==> src/design/power_seq_config.svh <==
// Power sequencer configuration
// Rail count, counter widths and the position of each rail in the sequence
`ifndef POWER_SEQ_CONFIG_SVH
`define POWER_SEQ_CONFIG_SVH

`define RAIL_COUNT 15

// Settle delay ends when the top bit of the settle counter sets
`define SETTLE_BITS 17
`define WATCHDOG_BITS 24

// Rail positions, power-up order
`define RAIL_ATX 0
`define RAIL_MISCIO 1
`define RAIL_VDNA 2
`define RAIL_VDNB 3
`define RAIL_AVDD 4
`define RAIL_VIOA 5
`define RAIL_VIOB 6
`define RAIL_VDDA 7
`define RAIL_VDDB 8
`define RAIL_VCSA 9
`define RAIL_VCSB 10
`define RAIL_VPPAB 11
`define RAIL_VPPCD 12
`define RAIL_VDDRAB 13
`define RAIL_VDDRCD 14

// Second CPU rails: vdnb, viob, vddb, vcsb, vppcd, vddrcd
`define CPUB_RAIL_MASK 15'b101_0101_0100_1000

`endif

==> src/design/power_seq_pkg.sv <==
// Power sequencer types
// Rail vectors, named pin groups, status word and sequencer activity
`include "power_seq_config.svh"

package power_seq_pkg;

	// One bit per rail, bit 0 is ATX
	typedef logic [`RAIL_COUNT-1:0] rail_vec_t;

	// Power good pins, declared top rail first so bit order matches rail_vec_t
	typedef struct packed {
		logic vddrcd_pg;
		logic vddrab_pg;
		logic vppcd_pg;
		logic vppab_pg;
		logic vcsb_pg;
		logic vcsa_pg;
		logic vddb_pg;
		logic vdda_pg;
		logic viob_pg;
		logic vioa_pg;
		logic avdd_pg;
		logic vdnb_pg;
		logic vdna_pg;
		logic miscio_pg;
		logic atx_pg;
	} rail_pg_pins_t;

	// Enable pins, atx_en is active low
	typedef struct packed {
		logic vttcd_en;
		logic vddrcd_en;
		logic vttab_en;
		logic vddrab_en;
		logic vppcd_en;
		logic vppab_en;
		logic vcsb_en;
		logic vcsa_en;
		logic vddb_en;
		logic vdda_en;
		logic viob_en;
		logic vioa_en;
		logic avdd_en;
		logic vdnb_en;
		logic vdna_en;
		logic miscio_en;
		logic atx_en;
	} rail_en_pins_t;

	typedef struct packed {
		logic sysgood;
		logic sysen_seen;
		logic err_found;
		logic operation_err;
		logic wait_err;
		logic cpub_present;
	} seq_status_t;

	// What the sequencer does in a given cycle
	typedef enum logic [1:0] {
		seq_idle,
		seq_settling,
		seq_waiting,
		seq_fault
	} settle_state_t;

endpackage

==> src/design/pg_input_stage.sv <==
// Power sequencer input stage
// Gathers the power good pins into rail order, masks absent second-CPU
// rails and synchronizes power good and the system request to clk_in
`include "power_seq_config.svh"

module pg_input_stage import power_seq_pkg::*; (
	input  logic          clk_in,
	input  logic          rst,
	input  rail_pg_pins_t pg_pins,
	input  logic          sysen,
	input  logic          debug_n,
	input  logic          cpub_present_n,
	input  rail_vec_t     rail_en,
	output rail_vec_t     pg_sync,
	output logic          sysen_sync,
	output logic          cpub_present
);

	rail_vec_t pg_raw;
	rail_vec_t pg_masked;
	rail_vec_t pg_meta;
	logic      sysen_req;
	logic      sysen_meta;

	always_comb begin
		pg_raw[`RAIL_ATX]    = pg_pins.atx_pg;
		pg_raw[`RAIL_MISCIO] = pg_pins.miscio_pg;
		pg_raw[`RAIL_VDNA]   = pg_pins.vdna_pg;
		pg_raw[`RAIL_VDNB]   = pg_pins.vdnb_pg;
		pg_raw[`RAIL_AVDD]   = pg_pins.avdd_pg;
		pg_raw[`RAIL_VIOA]   = pg_pins.vioa_pg;
		pg_raw[`RAIL_VIOB]   = pg_pins.viob_pg;
		pg_raw[`RAIL_VDDA]   = pg_pins.vdda_pg;
		pg_raw[`RAIL_VDDB]   = pg_pins.vddb_pg;
		pg_raw[`RAIL_VCSA]   = pg_pins.vcsa_pg;
		pg_raw[`RAIL_VCSB]   = pg_pins.vcsb_pg;
		pg_raw[`RAIL_VPPAB]  = pg_pins.vppab_pg;
		pg_raw[`RAIL_VPPCD]  = pg_pins.vppcd_pg;
		pg_raw[`RAIL_VDDRAB] = pg_pins.vddrab_pg;
		pg_raw[`RAIL_VDDRCD] = pg_pins.vddrcd_pg;
	end

	// With CPU B absent its rails look good as soon as they are enabled
	assign pg_masked = pg_raw | (`CPUB_RAIL_MASK & rail_en & {`RAIL_COUNT{cpub_present_n}});

	// Debug strap low requests power without the BMC
	assign sysen_req = sysen | ~debug_n;

	always_ff @(posedge clk_in) begin
		if (rst) begin
			pg_meta      <= '0;
			pg_sync      <= '0;
			sysen_meta   <= 1'b0;
			sysen_sync   <= 1'b0;
			cpub_present <= 1'b0;
		end else begin
			pg_meta      <= pg_masked;
			pg_sync      <= pg_meta;
			sysen_meta   <= sysen_req;
			sysen_sync   <= sysen_meta;
			cpub_present <= ~cpub_present_n;
		end
	end

endmodule

==> src/design/rail_sequencer.sv <==
// Rail sequencer
// Times the settle delay of each rail after its power good arrives,
// watches for power good that never comes and for rails that drop
// after settling, and latches both kinds of error until cleared
`include "power_seq_config.svh"

module rail_sequencer import power_seq_pkg::*; #(
	parameter int SETTLE_BITS   = `SETTLE_BITS,
	parameter int WATCHDOG_BITS = `WATCHDOG_BITS
) (
	input  logic      clk_in,
	input  logic      rst,
	input  rail_vec_t pg_sync,
	input  logic      sysen_sync,
	input  rail_vec_t rail_en,
	input  logic      clear_err,
	output rail_vec_t settled,
	output logic      err_found,
	output logic      wait_err,
	output logic      operation_err
);

	logic [SETTLE_BITS-1:0]   settle_cnt;
	logic [WATCHDOG_BITS-1:0] watchdog_cnt;

	rail_vec_t     settle_ready;
	rail_vec_t     settle_pick;
	rail_vec_t     pg_missing;
	rail_vec_t     pg_lost;
	settle_state_t seq_state;

	// Enabled and powered but still inside the settle delay
	assign settle_ready = rail_en & pg_sync & ~settled;

	// Lowest such rail only, one settle counter is shared
	assign settle_pick = settle_ready & (~settle_ready + 1'b1);

	// Enabled but no power good yet
	assign pg_missing = rail_en & ~pg_sync;

	// Rail went away after it had settled
	assign pg_lost = settled & ~pg_sync;

	always_comb begin
		if (!sysen_sync || err_found) begin
			seq_state = seq_fault;
		end else if (|settle_ready) begin
			seq_state = seq_settling;
		end else if (|pg_missing) begin
			seq_state = seq_waiting;
		end else begin
			seq_state = seq_idle;
		end
	end

	always_ff @(posedge clk_in) begin
		if (rst) begin
			settle_cnt    <= '0;
			watchdog_cnt  <= '0;
			settled       <= '0;
			wait_err      <= 1'b0;
			operation_err <= 1'b0;
			err_found     <= 1'b0;
		end else if (clear_err) begin
			// Settled flags stay, the enable chain rebuilds from them
			settle_cnt    <= '0;
			watchdog_cnt  <= '0;
			wait_err      <= 1'b0;
			operation_err <= 1'b0;
			err_found     <= 1'b0;
		end else begin
			case (seq_state)
				seq_fault: begin
					settle_cnt   <= '0;
					watchdog_cnt <= '0;
					settled      <= '0;
				end
				seq_settling: begin
					watchdog_cnt <= '0;
					if (settle_cnt[SETTLE_BITS-1]) begin
						settle_cnt <= '0;
						settled    <= settled | settle_pick;
					end else begin
						settle_cnt <= settle_cnt + 1'b1;
					end
				end
				seq_waiting: begin
					if (watchdog_cnt[WATCHDOG_BITS-1]) begin
						watchdog_cnt <= '0;
						wait_err     <= 1'b1;
					end else begin
						watchdog_cnt <= watchdog_cnt + 1'b1;
					end
				end
				default: begin
					// Nothing pending, counters hold
				end
			endcase

			if (|pg_lost) begin
				operation_err <= 1'b1;
			end
			if (wait_err || operation_err) begin
				err_found <= 1'b1;
			end
		end
	end

endmodule

==> src/design/rail_enable_stage.sv <==
// Rail enable stage
// Builds the enable chain: up in order behind settled rails, down in
// reverse order behind falling power good, all off on a latched error.
// Drives the named enable pins and system good
`include "power_seq_config.svh"

module rail_enable_stage import power_seq_pkg::*; (
	input  logic          clk_in,
	input  logic          rst,
	input  logic          sysen_sync,
	input  rail_vec_t     pg_sync,
	input  rail_vec_t     settled,
	input  logic          err_found,
	input  logic          cpub_present,
	output rail_vec_t     rail_en,
	output rail_en_pins_t en_pins,
	output logic          sysgood
);

	rail_vec_t chain_up;
	rail_vec_t chain_down;
	rail_vec_t rail_en_next;
	rail_vec_t rail_en_masked;

	function automatic rail_en_pins_t map_pins(input rail_vec_t en);
		rail_en_pins_t pins;
		pins.atx_en    = ~en[`RAIL_ATX];
		pins.miscio_en = en[`RAIL_MISCIO];
		pins.vdna_en   = en[`RAIL_VDNA];
		pins.vdnb_en   = en[`RAIL_VDNB];
		pins.avdd_en   = en[`RAIL_AVDD];
		pins.vioa_en   = en[`RAIL_VIOA];
		pins.viob_en   = en[`RAIL_VIOB];
		pins.vdda_en   = en[`RAIL_VDDA];
		pins.vddb_en   = en[`RAIL_VDDB];
		pins.vcsa_en   = en[`RAIL_VCSA];
		pins.vcsb_en   = en[`RAIL_VCSB];
		pins.vppab_en  = en[`RAIL_VPPAB];
		pins.vppcd_en  = en[`RAIL_VPPCD];
		pins.vddrab_en = en[`RAIL_VDDRAB];
		// Termination follows its DDR supply
		pins.vttab_en  = en[`RAIL_VDDRAB];
		pins.vddrcd_en = en[`RAIL_VDDRCD];
		pins.vttcd_en  = en[`RAIL_VDDRCD];
		return pins;
	endfunction

	// Rail i may come up once rail i-1 has settled, rail 0 needs only the request
	assign chain_up = {settled[`RAIL_COUNT-2:0], 1'b1};

	// Rail i stays up while rail i+1 still has power good, top rail has no follower
	assign chain_down = {1'b0, pg_sync[`RAIL_COUNT-1:1]};

	assign rail_en_next = ((chain_up & {`RAIL_COUNT{sysen_sync}}) | chain_down)
		& {`RAIL_COUNT{~err_found}};

	// CPU B pins stay low when the socket is empty
	assign rail_en_masked = rail_en & ~(`CPUB_RAIL_MASK & {`RAIL_COUNT{~cpub_present}});

	always_ff @(posedge clk_in) begin
		if (rst) begin
			rail_en <= '0;
			en_pins <= map_pins('0);
			sysgood <= 1'b0;
		end else begin
			rail_en <= rail_en_next;
			en_pins <= map_pins(rail_en_masked);
			sysgood <= settled[`RAIL_VDDRCD];
		end
	end

endmodule

==> src/design/power_seq_top.sv <==
// Power sequencer top level
// Input synchronization, settle and watchdog timing, and the enable
// chain, with a status word for the board controller
`include "power_seq_config.svh"

module power_seq_top import power_seq_pkg::*; #(
	parameter int SETTLE_BITS   = `SETTLE_BITS,
	parameter int WATCHDOG_BITS = `WATCHDOG_BITS
) (
	input  logic          clk_in,
	input  logic          rst,
	input  rail_pg_pins_t pg_pins,
	input  logic          sysen,
	input  logic          debug_n,
	input  logic          cpub_present_n,
	input  logic          clear_err,
	output rail_en_pins_t en_pins,
	output logic          sysgood,
	output seq_status_t   status
);

	rail_vec_t pg_sync;
	rail_vec_t settled;
	rail_vec_t rail_en;
	logic      sysen_sync;
	logic      cpub_present;
	logic      err_found;
	logic      wait_err;
	logic      operation_err;

	pg_input_stage input_i (
		.clk_in         (clk_in),
		.rst            (rst),
		.pg_pins        (pg_pins),
		.sysen          (sysen),
		.debug_n        (debug_n),
		.cpub_present_n (cpub_present_n),
		.rail_en        (rail_en),
		.pg_sync        (pg_sync),
		.sysen_sync     (sysen_sync),
		.cpub_present   (cpub_present)
	);

	rail_sequencer #(
		.SETTLE_BITS   (SETTLE_BITS),
		.WATCHDOG_BITS (WATCHDOG_BITS)
	) sequencer_i (
		.clk_in        (clk_in),
		.rst           (rst),
		.pg_sync       (pg_sync),
		.sysen_sync    (sysen_sync),
		.rail_en       (rail_en),
		.clear_err     (clear_err),
		.settled       (settled),
		.err_found     (err_found),
		.wait_err      (wait_err),
		.operation_err (operation_err)
	);

	// Enables loop back to the input stage and the sequencer
	rail_enable_stage enable_i (
		.clk_in       (clk_in),
		.rst          (rst),
		.sysen_sync   (sysen_sync),
		.pg_sync      (pg_sync),
		.settled      (settled),
		.err_found    (err_found),
		.cpub_present (cpub_present),
		.rail_en      (rail_en),
		.en_pins      (en_pins),
		.sysgood      (sysgood)
	);

	always_comb begin
		status.sysgood       = sysgood;
		status.sysen_seen    = sysen_sync;
		status.err_found     = err_found;
		status.operation_err = operation_err;
		status.wait_err      = wait_err;
		status.cpub_present  = cpub_present;
	end

endmodule

==> config.mk <==
export PLATFORM = sky130hd
export DESIGN_NAME = power_seq_top
export DESIGN_NICKNAME = d
export VERILOG_FILES = /design/src/design/power_seq_pkg.sv /design/src/design/pg_input_stage.sv /design/src/design/rail_sequencer.sv /design/src/design/rail_enable_stage.sv /design/src/design/power_seq_top.sv
export VERILOG_INCLUDE_DIRS = /design/src /design/src/design
export SDC_FILE = /design/constraint.sdc
export NUM_CORES = 1
export LEC_CHECK = 0
export ABC_CLOCK_PERIOD_IN_PS = 2400
export BUFFER_PORTS_ARGS = -buffer_cell sky130_fd_sc_hd__buf_2
export CAP_MARGIN = 20
export CORE_MARGIN = 3
export CORE_UTILIZATION = 58
export DETAILED_ROUTE_END_ITERATION = 8
export PLACE_DENSITY = 0.79
export SYNTH_ARGS = -nofsm -noshare
export SYNTH_HDL_FRONTEND = slang
export SYNTH_SLANG_ARGS = --single-unit
==> constraint.sdc <==
create_clock -name clk_in -period 2.4 [get_ports clk_in]
set_input_delay 0.12 -clock clk_in [delete_from_list [all_inputs] [get_ports clk_in]]
set_output_delay 0.12 -clock clk_in [all_outputs]
set_load 0.05 [all_outputs]
## After elaboration in Yosys (flattened, before gate mapping)

Index checks and enable logic that the tools add are counted.

- Add/subtract/negate cells: 3
- Equality and inequality tests: 4
- Multiplexer cells: 9
- Bitwise gates (word level): 23
- Reduce and logical (&&, ||, !) cells: 12

Operators with widths:

| operator | number |
|---|---|
| $and A15 B15 Y15 | 9 |
| $not A15 Y15 | 4 |
| $pmux W24 S2 | 1 |
| $reduce_or A15 Y1 | 3 |
| $pmux W17 S2 | 1 |
| $or A15 B15 Y15 | 2 |
| $pmux W15 S2 | 1 |
| $add A24 B1 Y24 const B | 1 |
| $mux W24 | 1 |
| $add A17 B1 Y17 const B | 1 |
| $mux W17 | 1 |
| $add A15 B1 Y15 const B | 1 |
| $mux W15 | 1 |
| $or A15 B14 Y15 | 1 |
| $mux W2 | 3 |
| $not A1 Y1 | 6 |
| $eq A2 B2 Y1 const B | 2 |
| $reduce_bool A2 Y1 | 2 |
| $reduce_or A2 Y1 | 2 |
| $reduce_and A3 Y1 | 1 |
| $eq A2 B1 Y1 const B | 1 |
| $logic_or A1 B1 Y1 | 2 |
| $ne A2 B1 Y1 const B | 1 |
| $reduce_and A2 Y1 | 1 |
| other kinds (2) | 2 |

- Bits in registers: 123
- Output and inout port bits: 24

## Depth between registers and ports, before layout

Gate-level depths: netlist of the first run.

- Word-level depth: 9
- Gate-level depth with buffers: 8

## Hierarchy

A second synthesis of the first run with hierarchy kept.

- Cell total of the unflattened synthesis: 609
- Area total of the unflattened synthesis: 5282.6 um^2

By module, submodules not included:

| module | instances | cells each | area each (um^2) | sequential area each (um^2) |
|---|---|---|---|---|
| rail_sequencer | 1 | 433 | 3320.7 | 1181.1 |
| rail_enable_stage | 1 | 94 | 1012.2 | 620.6 |
| pg_input_stage | 1 | 76 | 904.6 | 660.6 |
| power_seq_top | 1 | 6 | 45.0 | 0.0 |

## Least setup slack after synthesis of the first run

Ideal clock, no wire load.

- Path type: register to register
- Start: register enable_i.rail_en[9]
- End: register sequencer_i.watchdog_cnt[9]
- Library setup time: 0.067 ns
- Data arrival time: 1.956 ns
- Setup slack: 0.377 ns
- Stages on the path, launching flop included: 9
- Clock period less this slack: 2.023 ns
- Cell sequence: dfxtp_1 -> nor2b_1 -> a2111o_1 -> a2111oi_4 -> and2_1 -> buf_6 -> buf_6 -> nand2_1 -> a21oi_2

- Longest elaborated chain between the ends: 8
- Elaborated cells on any way between the ends: 14
- Classes of those cells: 3 x eq/ne; 4 x mux; 3 x bitwise; 4 x reduce/logical

RTL lines:

| what | RTL line | text |
|---|---|---|
| start: declaration | rail_enable_stage.sv:15 | `output rail_vec_t rail_en,` |
| start signal: assignment | rail_enable_stage.sv:66 | `rail_en <= rail_en_next;` |
| $and A15 B15 Y15, on equally long branches | rail_sequencer.sv:33, rail_sequencer.sv:39 |  |
| $and A15 B15 Y15 / $reduce_or A15 Y1 (equally long branches) | rail_sequencer.sv:33, rail_sequencer.sv:49 |  |
| $reduce_or A15 Y1 / $mux W2 (equally long branches) | rail_sequencer.sv:47, rail_sequencer.sv:49 |  |
| $mux W2 (*) | rail_sequencer.sv:47 | `end else if (\|settle_ready) begin` |
| $mux W2 (*) | rail_sequencer.sv:45 | `if (!sysen_sync \|\| err_found) begin` |
| $eq A2 B2 Y1 / $eq A2 B1 Y1 (equally long branches) | rail_sequencer.sv:72 | `case (seq_state)` |
| $reduce_or A2 Y1 (no line) | n/a |  |
| $pmux W24 S2 / $reduce_bool A2 Y1 (equally long branches) | n/a |  |
| end signal: assignment | rail_sequencer.sv:92 | `watchdog_cnt <= watchdog_cnt + 1'b1;` |
| end: declaration | rail_sequencer.sv:24 | `logic [WATCHDOG_BITS-1:0] watchdog_cnt;` |

Every way passes the cells marked *; elsewhere a longest branch is shown, timed or not.
A chain may end at the register's enable or synchronous reset.

## Final worst setup path of the first run

- Start: register enable_i.rail_en[3]
- End: register sequencer_i.settle_cnt[16]

- Longest elaborated chain between the ends: 7
- Elaborated cells on any way between the ends: 12
- Classes of those cells: 2 x eq/ne; 4 x mux; 3 x bitwise; 3 x reduce/logical

RTL lines:

| what | RTL line | text |
|---|---|---|
| $and A15 B15 Y15, on equally long branches | rail_sequencer.sv:33, rail_sequencer.sv:39 |  |
| $and A15 B15 Y15 / $reduce_or A15 Y1 (equally long branches) | rail_sequencer.sv:33, rail_sequencer.sv:49 |  |
| $reduce_or A15 Y1 / $mux W2 (equally long branches) | rail_sequencer.sv:47, rail_sequencer.sv:49 |  |
| $mux W2 (*) | rail_sequencer.sv:47 |  |
| $mux W2 (*) | rail_sequencer.sv:45 |  |
| $eq A2 B1 Y1 / $eq A2 B2 Y1 (equally long branches) | rail_sequencer.sv:72 |  |
| $pmux W17 S2 / $reduce_bool A2 Y1 (equally long branches) | n/a |  |
| end signal: assignment | rail_sequencer.sv:84 | `settle_cnt <= settle_cnt + 1'b1;` |
| end: declaration | rail_sequencer.sv:23 | `logic [SETTLE_BITS-1:0] settle_cnt;` |

Marked as above.

==> metrics.txt, run 1 <==
I/O pin cnt 45; critical path class flip-flop to flip-flop; core box area about 8500 um2; cell family with most CP delay simple AND/OR/NAND/NOR gates; asr flop ratio synth 0%; crit path time final 2.31 ns; Worst EP required between 2 and 3 ns; total wire length between 10 and 15 mm; drt pass-1 iters 5; initial antenna violation count 0; Critical Path Start enable_i.rail_en[3]; setup tns final 0 ns; # diodes 0; TritonCTS clock tree yes; Mapped Avg Cell Area 8.70 um2; Initial Util 61.2%; NumNets Final 699; worst path bufs/invs 1; status complete, no violations; total number of vias 4721; clk_skew 0.00892 ns; CP arrival 2.77 ns; prevailing post-synth register cell dfxtp_1; post-CTS setup repair buffer count 0; CTS buffer count 17; Critical Path End Type flip-flop; share of cells above drive strength 1 17.1%; CP max stage cell or4_1; Placer Congestion 1.00; floorplan row count 33; RSZ-0062 raised after global routing no; Min-Delay Startpoint pg_pins[1]; Die X 101 um; Synth Instances 596; # clock sinks 123; Rel. slew slack 29.5%; final hold violations 0; Overall Global Routing Usage 27.6%; Post-synth EDFFs 0; Tot Pwr about 5.0 mW; DP HPWL approximately 8.5 mm; vias in the first global route 4534; largest net degree at the start of global routing 51; Slew Viols, Final 0; Critical Path Source Type flip-flop; gr ovfl total 0; Worst Tran Pin Value 1.06 ns; WHS 0.334 ns; Leak Pwr 2.36 nW; 1st-iter DRT viols 316; clock latency on the worst-skew pair 0.52 ns; Max Freq 0.433 GHz; Post-Syn Area 5180 um2; Final period util 96.3%; maximum vdd drop between 0.0005 and 0.0006 V; H-tree levels 4; CP peak stage delay 0.54 ns; synth unique cells 58; die height around 100 um; Final Util 76.1%; first-pass GRT wire length 21.9 mm; Port Buffer Count 44; clk slew on worst S/H paths ~0.060 ns; Max Cap Viol 0; Synth warnings 0; worst min path class primary input to flip-flop; WL/cell between 15 and 20 um; register bit total from synthesis between 100 and 150; maximum fanout along the worst path 25; clock tree root driver cell clkbuf_8; FF-to-FF Start enable_i.rail_en[3]; via density per instance around 5.9; Seq/Total Area, Yosys a little under half; DRC errors left 0; DIE AREA 10100 um2; final setup fails 0; pwr dens 780 nW/um2; maximum clock insertion buffer count 2; critical-path cell list nand2_1, o221a_1, and4_1, buf_12, or2_1, or4_1, a21oi_1; Final ANT Viol Nets 0; Post-Syn Nets 619; Syn-to-layout area delta 24.2%
==> metal layers <==
layer | vias up | track usage [%] | wire length (um)
met5 | - | 0 | 0
met4 | 0 | 11.8 | 287
met3 | 31 | 7.82 | 1100
met2 | 199 | 43.9 | 6100
met1 | 2224 | 35.0 | 5620
li1 | 2267 | - | -
==> tightest hold or removal path: stages <==
cell,delay (ns)
dlygate4sd3_1,0.51
buf_2,0.09
nor2b_1,0.10
==> cells by family after synthesis <==
group | share of synthesized area [%]
AO/OA/AOI/OAI | 16.8
adder cells (fa/ha/maj) | 0.483
AND/OR/NAND/NOR | 28.2
buffers and inverters | 5.87
flip-flops | 47.5
XOR/XNOR | 1.18
==> sequential cells by signal (all words and copies together) (netlist names) <==
name / cells
input_i.sysen_meta: 1
input_i.sysen_sync: 1
input_i.pg_sync: 15
sequencer_i.operation_err: 1
enable_i.rail_en: 15
sequencer_i.err_found: 1
enable_i.sysgood: 1
sequencer_i.settle_cnt: 17
sequencer_i.settled: 15
enable_i.en_pins: 15
input_i.pg_meta: 15
input_i.cpub_present: 1
sequencer_i.wait_err: 1
sequencer_i.watchdog_cnt: 24
==> cells in the mapped netlist, drive strengths merged (3+ instances only) <==
cell	n	area, um2
nor3	14	70.1
dfxtp	123	2460
o211ai	3	22.5
o41ai	3	26.3
and3	6	37.5
buf	18	139
nand2b	4	25.0
or2	6	37.5
a21o	5	37.5
nor2	54	203
inv	26	97.6
a21oi	45	229
nand3	18	90.1
nand2	60	225
or3b	4	35.0
a31oi	18	113
nand4	8	50.1
or4	12	90.1
o21ai	13	65.1
or3	4	25.0
clkbuf	18	67.6
and3b	4	35.0
o22ai	10	62.6
a211oi	3	22.5
a211o	5	43.8
nand3b	18	135
and4	4	35.0
a32o	4	40.0
and2	10	62.6
xnor2	6	52.6
nor2b	39	244
==> cells in the final DEF, fill, tap and decap left out, types with 14 or more instances in the layout <==
| cell type | count |
|---|---|
| clkbuf_16 | 16 |
| nor2_1 | 54 |
| dlygate4sd3_1 | 26 |
| nor3_1 | 14 |
| a31oi_1 | 18 |
| a21oi_1 | 44 |
| buf_2 | 44 |
| inv_1 | 26 |
| dfxtp_1 | 123 |
| nand2_1 | 60 |
| nand3_1 | 18 |
| nand3b_1 | 18 |
| buf_4 | 25 |
| nor2b_1 | 39 |
==> layout make-up <==
| type | count | area, um2 |
|---|---|---|
| Sequential cell | 123 | 2460 |
| Timing Repair Buffer | 97 | 708 |
| Fill cell | 587 | 2030 |
| Multi-Input combinational cell | 411 | 2420 |
| Inverter | 26 | 97.6 |
| Clock buffer | 20 | 455 |
| Clock inverter | 12 | 159 |
| Tap cell | 105 | 131 |
==> stage by stage <==
step,cells,setup slack (ns),instance area [um2]
after floorplan,596,0.377,5180
after global placement,736,0.218,5560
after detailed placement,736,0.160,5560
after CTS,794,0.114,6430
after global routing,794,0.0141,6440
final,794,0.0893,6440
==> path summary, 6_finish.rpt <==
| kind | cells past startpoint | slack (ns) | end |
|---|---|---|---|
| hold reg to reg | 1 | 0.44 | input_i.pg_sync[9] |
| hold / removal | 3 | 0.33 | input_i.pg_meta[1] |
| setup reg to reg | 7 | 0.09 | sequencer_i.settle_cnt[16] |
| setup / recovery | 7 | 0.09 | sequencer_i.settle_cnt[16] |
==> power breakdown <==
part           internal (mW)  switching [mW]
registers               2.08          0.0223
logic                  0.121           0.178
clock network           1.68           0.944
total                   3.88            1.14
==> timing repair <==
item | in CTS | in global routing
hold buffers | 26 | 0
endpoints found under the setup margin | 0 | 4
endpoints found under the hold margin | 20 | 0
resized for setup | 0 | 1
Note: power is estimated with default switching activity, not from simulation.
==> run 2: changes to the inputs <==
- ABC_AREA: default -> 1
- PLACE_DENSITY: 0.79 -> 0.78
==> run 2 against run 1 <==
  * Sequential share of layout area is 2.6 points lower
  * Critical path type unchanged
  * Via count is 16% higher
  * Total power is 1.4% lower
  * Critical path depth is 2 higher
==> metrics.txt, run 2 <==
Port Buffer Count 44 (unchanged); max reg flops 24 (unchanged); largest net degree at the start of global routing 49 (was 51); cell family with most CP delay simple AND/OR/NAND/NOR gates (unchanged); CP arrival 2.43 ns (was 2.77 ns); Placer Congestion 0.939 (was 1.00); Slew Viols, Final 0 (unchanged); Post-Syn Area 5830 um2 (was 5180 um2); via density per instance 5.34 (was 5.95); Largest regs sequencer_i.watchdog_cnt x24, sequencer_i.settle_cnt x17 (unchanged); Final ANT Viol Nets 0 (unchanged); critical path class flip-flop to flip-flop (unchanged); Initial Util 61.3% (was 61.2%); Die X 106 um (was 101 um); Final period util 82.6% (was 96.3%); most frequent cells in the layout nand2_1, nor2_1, dfxtp_1 (was dfxtp_1, nand2_1, nor2_1); maximum vdd drop 0.000606 V (was 0.000519 V); share of cells above drive strength 1 16.3% (was 17.1%); # clock sinks 123 (unchanged); CTS buffer count 17 (unchanged); Worst Tran Pin Value 0.677 ns (was 1.06 ns); gr ovfl total 0 (unchanged); maximum fanout along the worst path 10 (was 25); maximum clock insertion buffer count 2 (unchanged); cell with the most instances after synthesis nand2_1 (was dfxtp_1); Synth Instances 822 (was 596); Post-synth EDFFs 0 (unchanged); Max Freq 0.505 GHz (was 0.433 GHz); asr flop ratio synth 0% (unchanged); Leak Pwr 2.95 nW (was 2.36 nW); Synth warnings 0 (unchanged); worst min path class primary input to flip-flop (unchanged); non-filler cells, final 1029 (was 794); clock tree root driver cell clkbuf_8 (unchanged); FF-to-FF Start sequencer_i.settled[7] (was enable_i.rail_en[3]); worst path bufs/invs 1 (unchanged); total number of vias 5493 (was 4721); post-synth top area share 42.3% (was 47.5%); CP max stage cell nor3_2 (was or4_1); crit path time final 1.98 ns (was 2.31 ns); I/O pin cnt 45 (unchanged); first-pass GRT wire length 24.8 mm (was 21.9 mm); highest metal layer with signal wires met4 (unchanged); core box area 9500 um2 (was 8460 um2); Rel. slew slack 54.6% (was 29.5%); status complete, no violations (unchanged); Synth area leaders dfxtp_1, nand2_1, nor2_1 (was dfxtp_1, nor2b_1, nand2_1); WL/cell 13.7 um (was 16.5 um); RSZ-0062 raised after global routing no (unchanged); Min-Delay Startpoint clear_err (was pg_pins[1]); die height 106 um (was 101 um); # diodes 0 (unchanged); final hold violations 0 (unchanged); TritonCTS clock tree yes (unchanged); Critical Path Start sequencer_i.settled[7] (was enable_i.rail_en[3]); Critical Path End Type flip-flop (unchanged); vias in the first global route 5402 (was 4534); pwr dens 717 nW/um2 (was 780 nW/um2); synth unique cells 40 (was 58); final setup fails 0 (unchanged); Met3 Routed Length 892 um (was 1.10 mm); placed cell count 973 (was 736); total wire length 14.1 mm (was 13.1 mm); Overall Global Routing Usage 27.2% (was 27.6%); drt pass-1 iters 5 (unchanged); Post-Syn Nets 845 (was 619); NumNets Final 910 (was 699); CP peak stage delay 0.52 ns (was 0.54 ns); 1st-iter DRT viols 399 (was 316); Seq/Total Area, Yosys 42.3% (was 47.5%); met2 routed WL 6.60 mm (was 6.10 mm); H-tree levels 4 (unchanged); register bit total from synthesis 123 (unchanged); initial antenna violation count 0 (unchanged); critical-path cell list inv_1, nand3_1, nand2_1, nor2_4, nand2_4, nor2_8, nor3_2, o21ai_1, nor2_1 (was nand2_1, o221a_1, and4_1, buf_12, or2_1, or4_1, a21oi_1); Yosys top cell by area dfxtp_1 (unchanged); floorplan row count 35 (was 33); commonest non-fill, non-tap cell in the layout nand2_1 (was dfxtp_1); clk_skew 0.0112 ns (was 0.00892 ns); DIE AREA 11300 um2 (was 10100 um2); Top reg by flops sequencer_i.watchdog_cnt (unchanged); post_cts resized 0 (unchanged); Critical Path Source Type flip-flop (unchanged); DRC errors left 0 (unchanged); DP HPWL 9.54 mm (was 8.53 mm); Metal-1 WL 6.17 mm (was 5.62 mm); setup tns final 0 ns (unchanged); clock latency on the worst-skew pair 0.53 ns (was 0.52 ns); # fillers 724 (was 587); clk slew on worst S/H paths 0.06 ns (about the same); Max Cap Viol 0 (unchanged); Mapped Avg Cell Area 7.09 um2 (was 8.70 um2); top cells by count, synth nand2_1, nor2_1, dfxtp_1 (was dfxtp_1, nand2_1, nor2_1); prevailing post-synth register cell dfxtp_1 (unchanged); Syn-to-layout area delta 18.6% (was 24.2%); Worst EP required 2.85 ns (was 2.86 ns)
[run 2: cell families (layout without fill, tap and decap cells)]
group	count (synthesis)	after routing	share of synthesized area [%]
AO/OA/AOI/OAI	115	115	11.3
adder cells (fa/ha/maj)	2	2	0.429
flip-flops	123	123	42.3
buffers and inverters	147	225	10.6
AND/OR/NAND/NOR	421	421	33.3
XOR/XNOR	14	14	2.10
[run 2: worst min-delay path, stage by stage]
cell and delay (ns):
buf_2 0.13, nor2_1 0.14, nand2_1 0.10, nor2_1 0.04
[run 2: metal layers]
| layer | global-route usage [%] | vias up |
|---|---|---|
| met4 | 11.4 | 0 |
| met5 | 0 | - |
| li1 | - | 2725 |
| met3 | 6.31 | 38 |
| met2 | 43.9 | 191 |
| met1 | 34.9 | 2539 |
[run 2: path summary, 6_finish.rpt]
check	end	slack (ns)	cells past startpoint
min	sequencer_i.settle_cnt[14]	0.05	4
max	sequencer_i.settle_cnt[4]	0.42	9
min reg2reg	input_i.pg_sync[0]	0.41	2
max reg2reg	sequencer_i.settle_cnt[4]	0.42	9
[run 2: repair_timing]
action	CTS	global route
hold endpoints to repair	17	0
buffers inserted	0	0
hold buffers	24	0
[run 2: cell type report]
class                      instances  area, um2  share of cell area [%]
clock buffer                      22        473                    6.84
sequential                       123       2460                    35.6
tap                              129        161                    2.34
multi-input combinational        552       2750                    39.8
inverter                         113        424                    6.14
timing repair buffer              80        551                    7.97
clock inverter                    10       90.1                    1.30
[run 2: through the flow]
stage	area [um2]	power [mW]	worst slack (ns)	utilization (%)	hold WS, ns
after global placement	6110	2.54	0.551	64.3	0.299
after detailed placement	6110	2.55	0.483	64.3	0.304
after CTS	6910	4.97	0.453	72.7	0.0212
after floorplan	5830	2.46	0.824	-	0.192
final	6910	4.95	0.418	72.7	0.0489
after global routing	6910	5.14	0.204	72.7	0.0536
[run 2: report_power, final]
part	total [mW]	leakage [nW]	switching (mW)	internal, mW
logic	0.403	1.67	0.265	0.138
registers	2.15	1.00	0.0474	2.10
clock network	2.40	0.273	0.919	1.48
==> run 3: changes to the inputs <==
- ABC_CLOCK_PERIOD_IN_PS: 2400 -> 2070
- clock period: 2.4 -> 2.07 ns (I/O delays scaled with it)
==> run 3 against run 2 <==
  * Final area up 2.0%
  * Flip-flop and latch count unchanged
  * Core utilization up 1.4 points
  * Non-clock buffer count up 14
  * Clock-buffer cell count down 4
  * First-iteration DRC count down 21%
  * Critical path depth up 3
  * Sequential share of layout area down 0.70 points
  * Via count up 0.18%
  * Combinational power up 24%
  * Critical path type unchanged
  * Largest power group unchanged
==> metrics.txt, run 3 (synthesis gave the netlist of run 2 again) <==
Worst Reg2Reg Path Length in Cells 12 (was 9); commonest non-fill, non-tap cell in the layout nand2_1 (unchanged); Min-Delay Startpoint clear_err (unchanged); CP arrival 2.26 ns (was 2.43 ns); TritonCTS clock tree yes (unchanged); Worst R2R Setup Slack 0.22 ns (was 0.42 ns); vias in the first global route 5538 (was 5402); Leak Pwr 3.02 nW (was 2.95 nW); Slew Viols, Final 0 (unchanged); clock tree root driver cell clkbuf_8 (unchanged); max reg flops 24 (unchanged); floorplan row count 35 (unchanged); DP HPWL 9.98 mm (was 9.54 mm); Placer Congestion 1.00 (was 0.939); final setup fails 0 (unchanged); clk slew on worst S/H paths 0.06 ns (about the same); WHS 0.0663 ns (was 0.0489 ns); initial antenna violation count 0 (unchanged); pwr dens 807 nW/um2 (was 717 nW/um2); DIE AREA 11300 um2 (unchanged); most frequent cells in the layout nand2_1, nor2_1, dfxtp_1 (unchanged); DRC errors left 0 (unchanged); dpl cell area 6230 um2 (was 6110 um2); # fillers 764 (was 724); crit path time final 1.85 ns (was 1.98 ns); Max Cap Viol 0 (unchanged); CTS buffer count 17 (unchanged); Final Util 74.2% (was 72.7%); maximum clock insertion buffer count 2 (unchanged); Tot Pwr 5.69 mW (was 4.95 mW); fin area 7050 um2 (was 6910 um2); I/O pin cnt 45 (unchanged); via density per instance 5.28 (was 5.34); Worst EP required 2.48 ns (was 2.85 ns); first-pass GRT wire length 25.0 mm (was 24.8 mm); met2 global-route usage 46.2% (was 43.9%); met3 usage 7.47% (was 6.31%); GRT busiest layer met2 (unchanged); Max Freq 0.539 GHz (was 0.505 GHz); # clock sinks 123 (unchanged); worst min path class primary input to flip-flop (unchanged); maximum fanout along the worst path 29 (was 10); status complete, no violations (unchanged); Worst Tran Pin Value 0.609 ns (was 0.677 ns); NumNets Final 924 (was 910); share of cells above drive strength 1 17.6% (was 16.3%); worst reg2reg path endpoint sequencer_i.settled[9] (was sequencer_i.settle_cnt[4]); clk_skew 0.00728 ns (was 0.0112 ns); WL/cell 13.8 um (was 13.7 um); # diodes 0 (unchanged); Final ANT Viol Nets 0 (unchanged); Final period util 89.6% (was 82.6%); maximum vdd drop 0.000682 V (was 0.000606 V); Setup WS pre-CTS 0.102 ns (was 0.483 ns); core box area 9500 um2 (unchanged); total wire length 14.4 mm (was 14.1 mm); Largest regs sequencer_i.watchdog_cnt x24, sequencer_i.settle_cnt x17 (unchanged); Port Buffer Count 44 (unchanged); drt pass-1 iters 5 (unchanged); clock latency on the worst-skew pair 0.52 ns (was 0.53 ns); total number of vias 5503 (was 5493); Critical Path End Type flip-flop (unchanged); gr ovfl total 0 (unchanged); hold path depth 3 (was 4); Initial Util 61.3% (unchanged); 1st-iter DRT viols 315 (was 399); Critical Path Source Type flip-flop (unchanged); setup ws final 0.216 ns (was 0.418 ns); setup tns final 0 ns (unchanged); Die X 106 um (unchanged); placed cell count 983 (was 973); FF-to-FF Start sequencer_i.settled[13] (was sequencer_i.settled[7]); RSZ-0062 raised after global routing no (unchanged); met1 Use GR 33.3% (was 34.9%); final hold violations 0 (unchanged); Rel. slew slack 59.4% (was 54.6%); non-filler cells, final 1043 (was 1029); H-tree levels 4 (unchanged); largest net degree at the start of global routing 49 (unchanged); die height 106 um (unchanged); Syn-to-layout area delta 21.0% (was 18.6%); hold path endpoint sequencer_i.settled[1] (was sequencer_i.settle_cnt[14]); Overall Global Routing Usage 27.2% (about the same); Top reg by flops sequencer_i.watchdog_cnt (unchanged); critical path class flip-flop to flip-flop (unchanged)
run 3: worst max path at each step:
| stage | startpoint | to |
|---|---|---|
| after floorplan | sequencer_i.settled[11] | sequencer_i.settled[10] |
| after global placement | sequencer_i.settled[13] | sequencer_i.settled[13] |
| after detailed placement | sequencer_i.settled[13] | sequencer_i.settled[9] |
| after CTS | sequencer_i.settled[13] | sequencer_i.settled[9] |
| after global routing | input_i.pg_sync[7] | sequencer_i.watchdog_cnt[20] |
| final | sequencer_i.settled[13] | sequencer_i.settled[9] |
run 3: repair_timing:
| action | 4_1_cts | 5_1_grt |
|---|---|---|
| hold buffers | 25 | 0 |
| hold endpoints to repair | 19 | 0 |
| gates resized for setup | 0 | 1 |
| setup buffers | 0 | 3 |
| endpoints found under the setup margin | 0 | 35 |
run 3: final cells by class:
type | instances | area, um2 | share of cell area [%]
inverters | 113 | 424 | 6.02
clock buffers | 18 | 418 | 5.93
flip-flops and latches | 123 | 2460 | 34.9
multi-input cells | 552 | 2750 | 39.0
well taps | 129 | 161 | 2.29
clock inverters | 14 | 123 | 1.74
repair buffers | 94 | 708 | 10.0
run 3: layer usage:
layer / share of wire [%] / vias up
met3: 5.9 / 23
met5: 0 / -
met4: 1.4 / 0
met2: 49 / 156
li1: - / 2752
met1: 44 / 2572
run 3: report_power, final:
part	internal [mW]	total [mW]	switching [mW]
logic	0.183	0.501	0.318
registers	2.44	2.49	0.0530
clock network	1.59	2.70	1.11
run 3: critical path, cell delays in order, from the launching register on:
cell     delay, ns
dfxtp_1       0.40
inv_1         0.14
nand3_1       0.11
nand2_1       0.06
nor2_1        0.11
nand2_2       0.10
nor2_8        0.17
nor2_4        0.08
nand2_1       0.14
buf_12        0.20
nand3_1       0.11
nand2_1       0.08
nor2_1        0.04
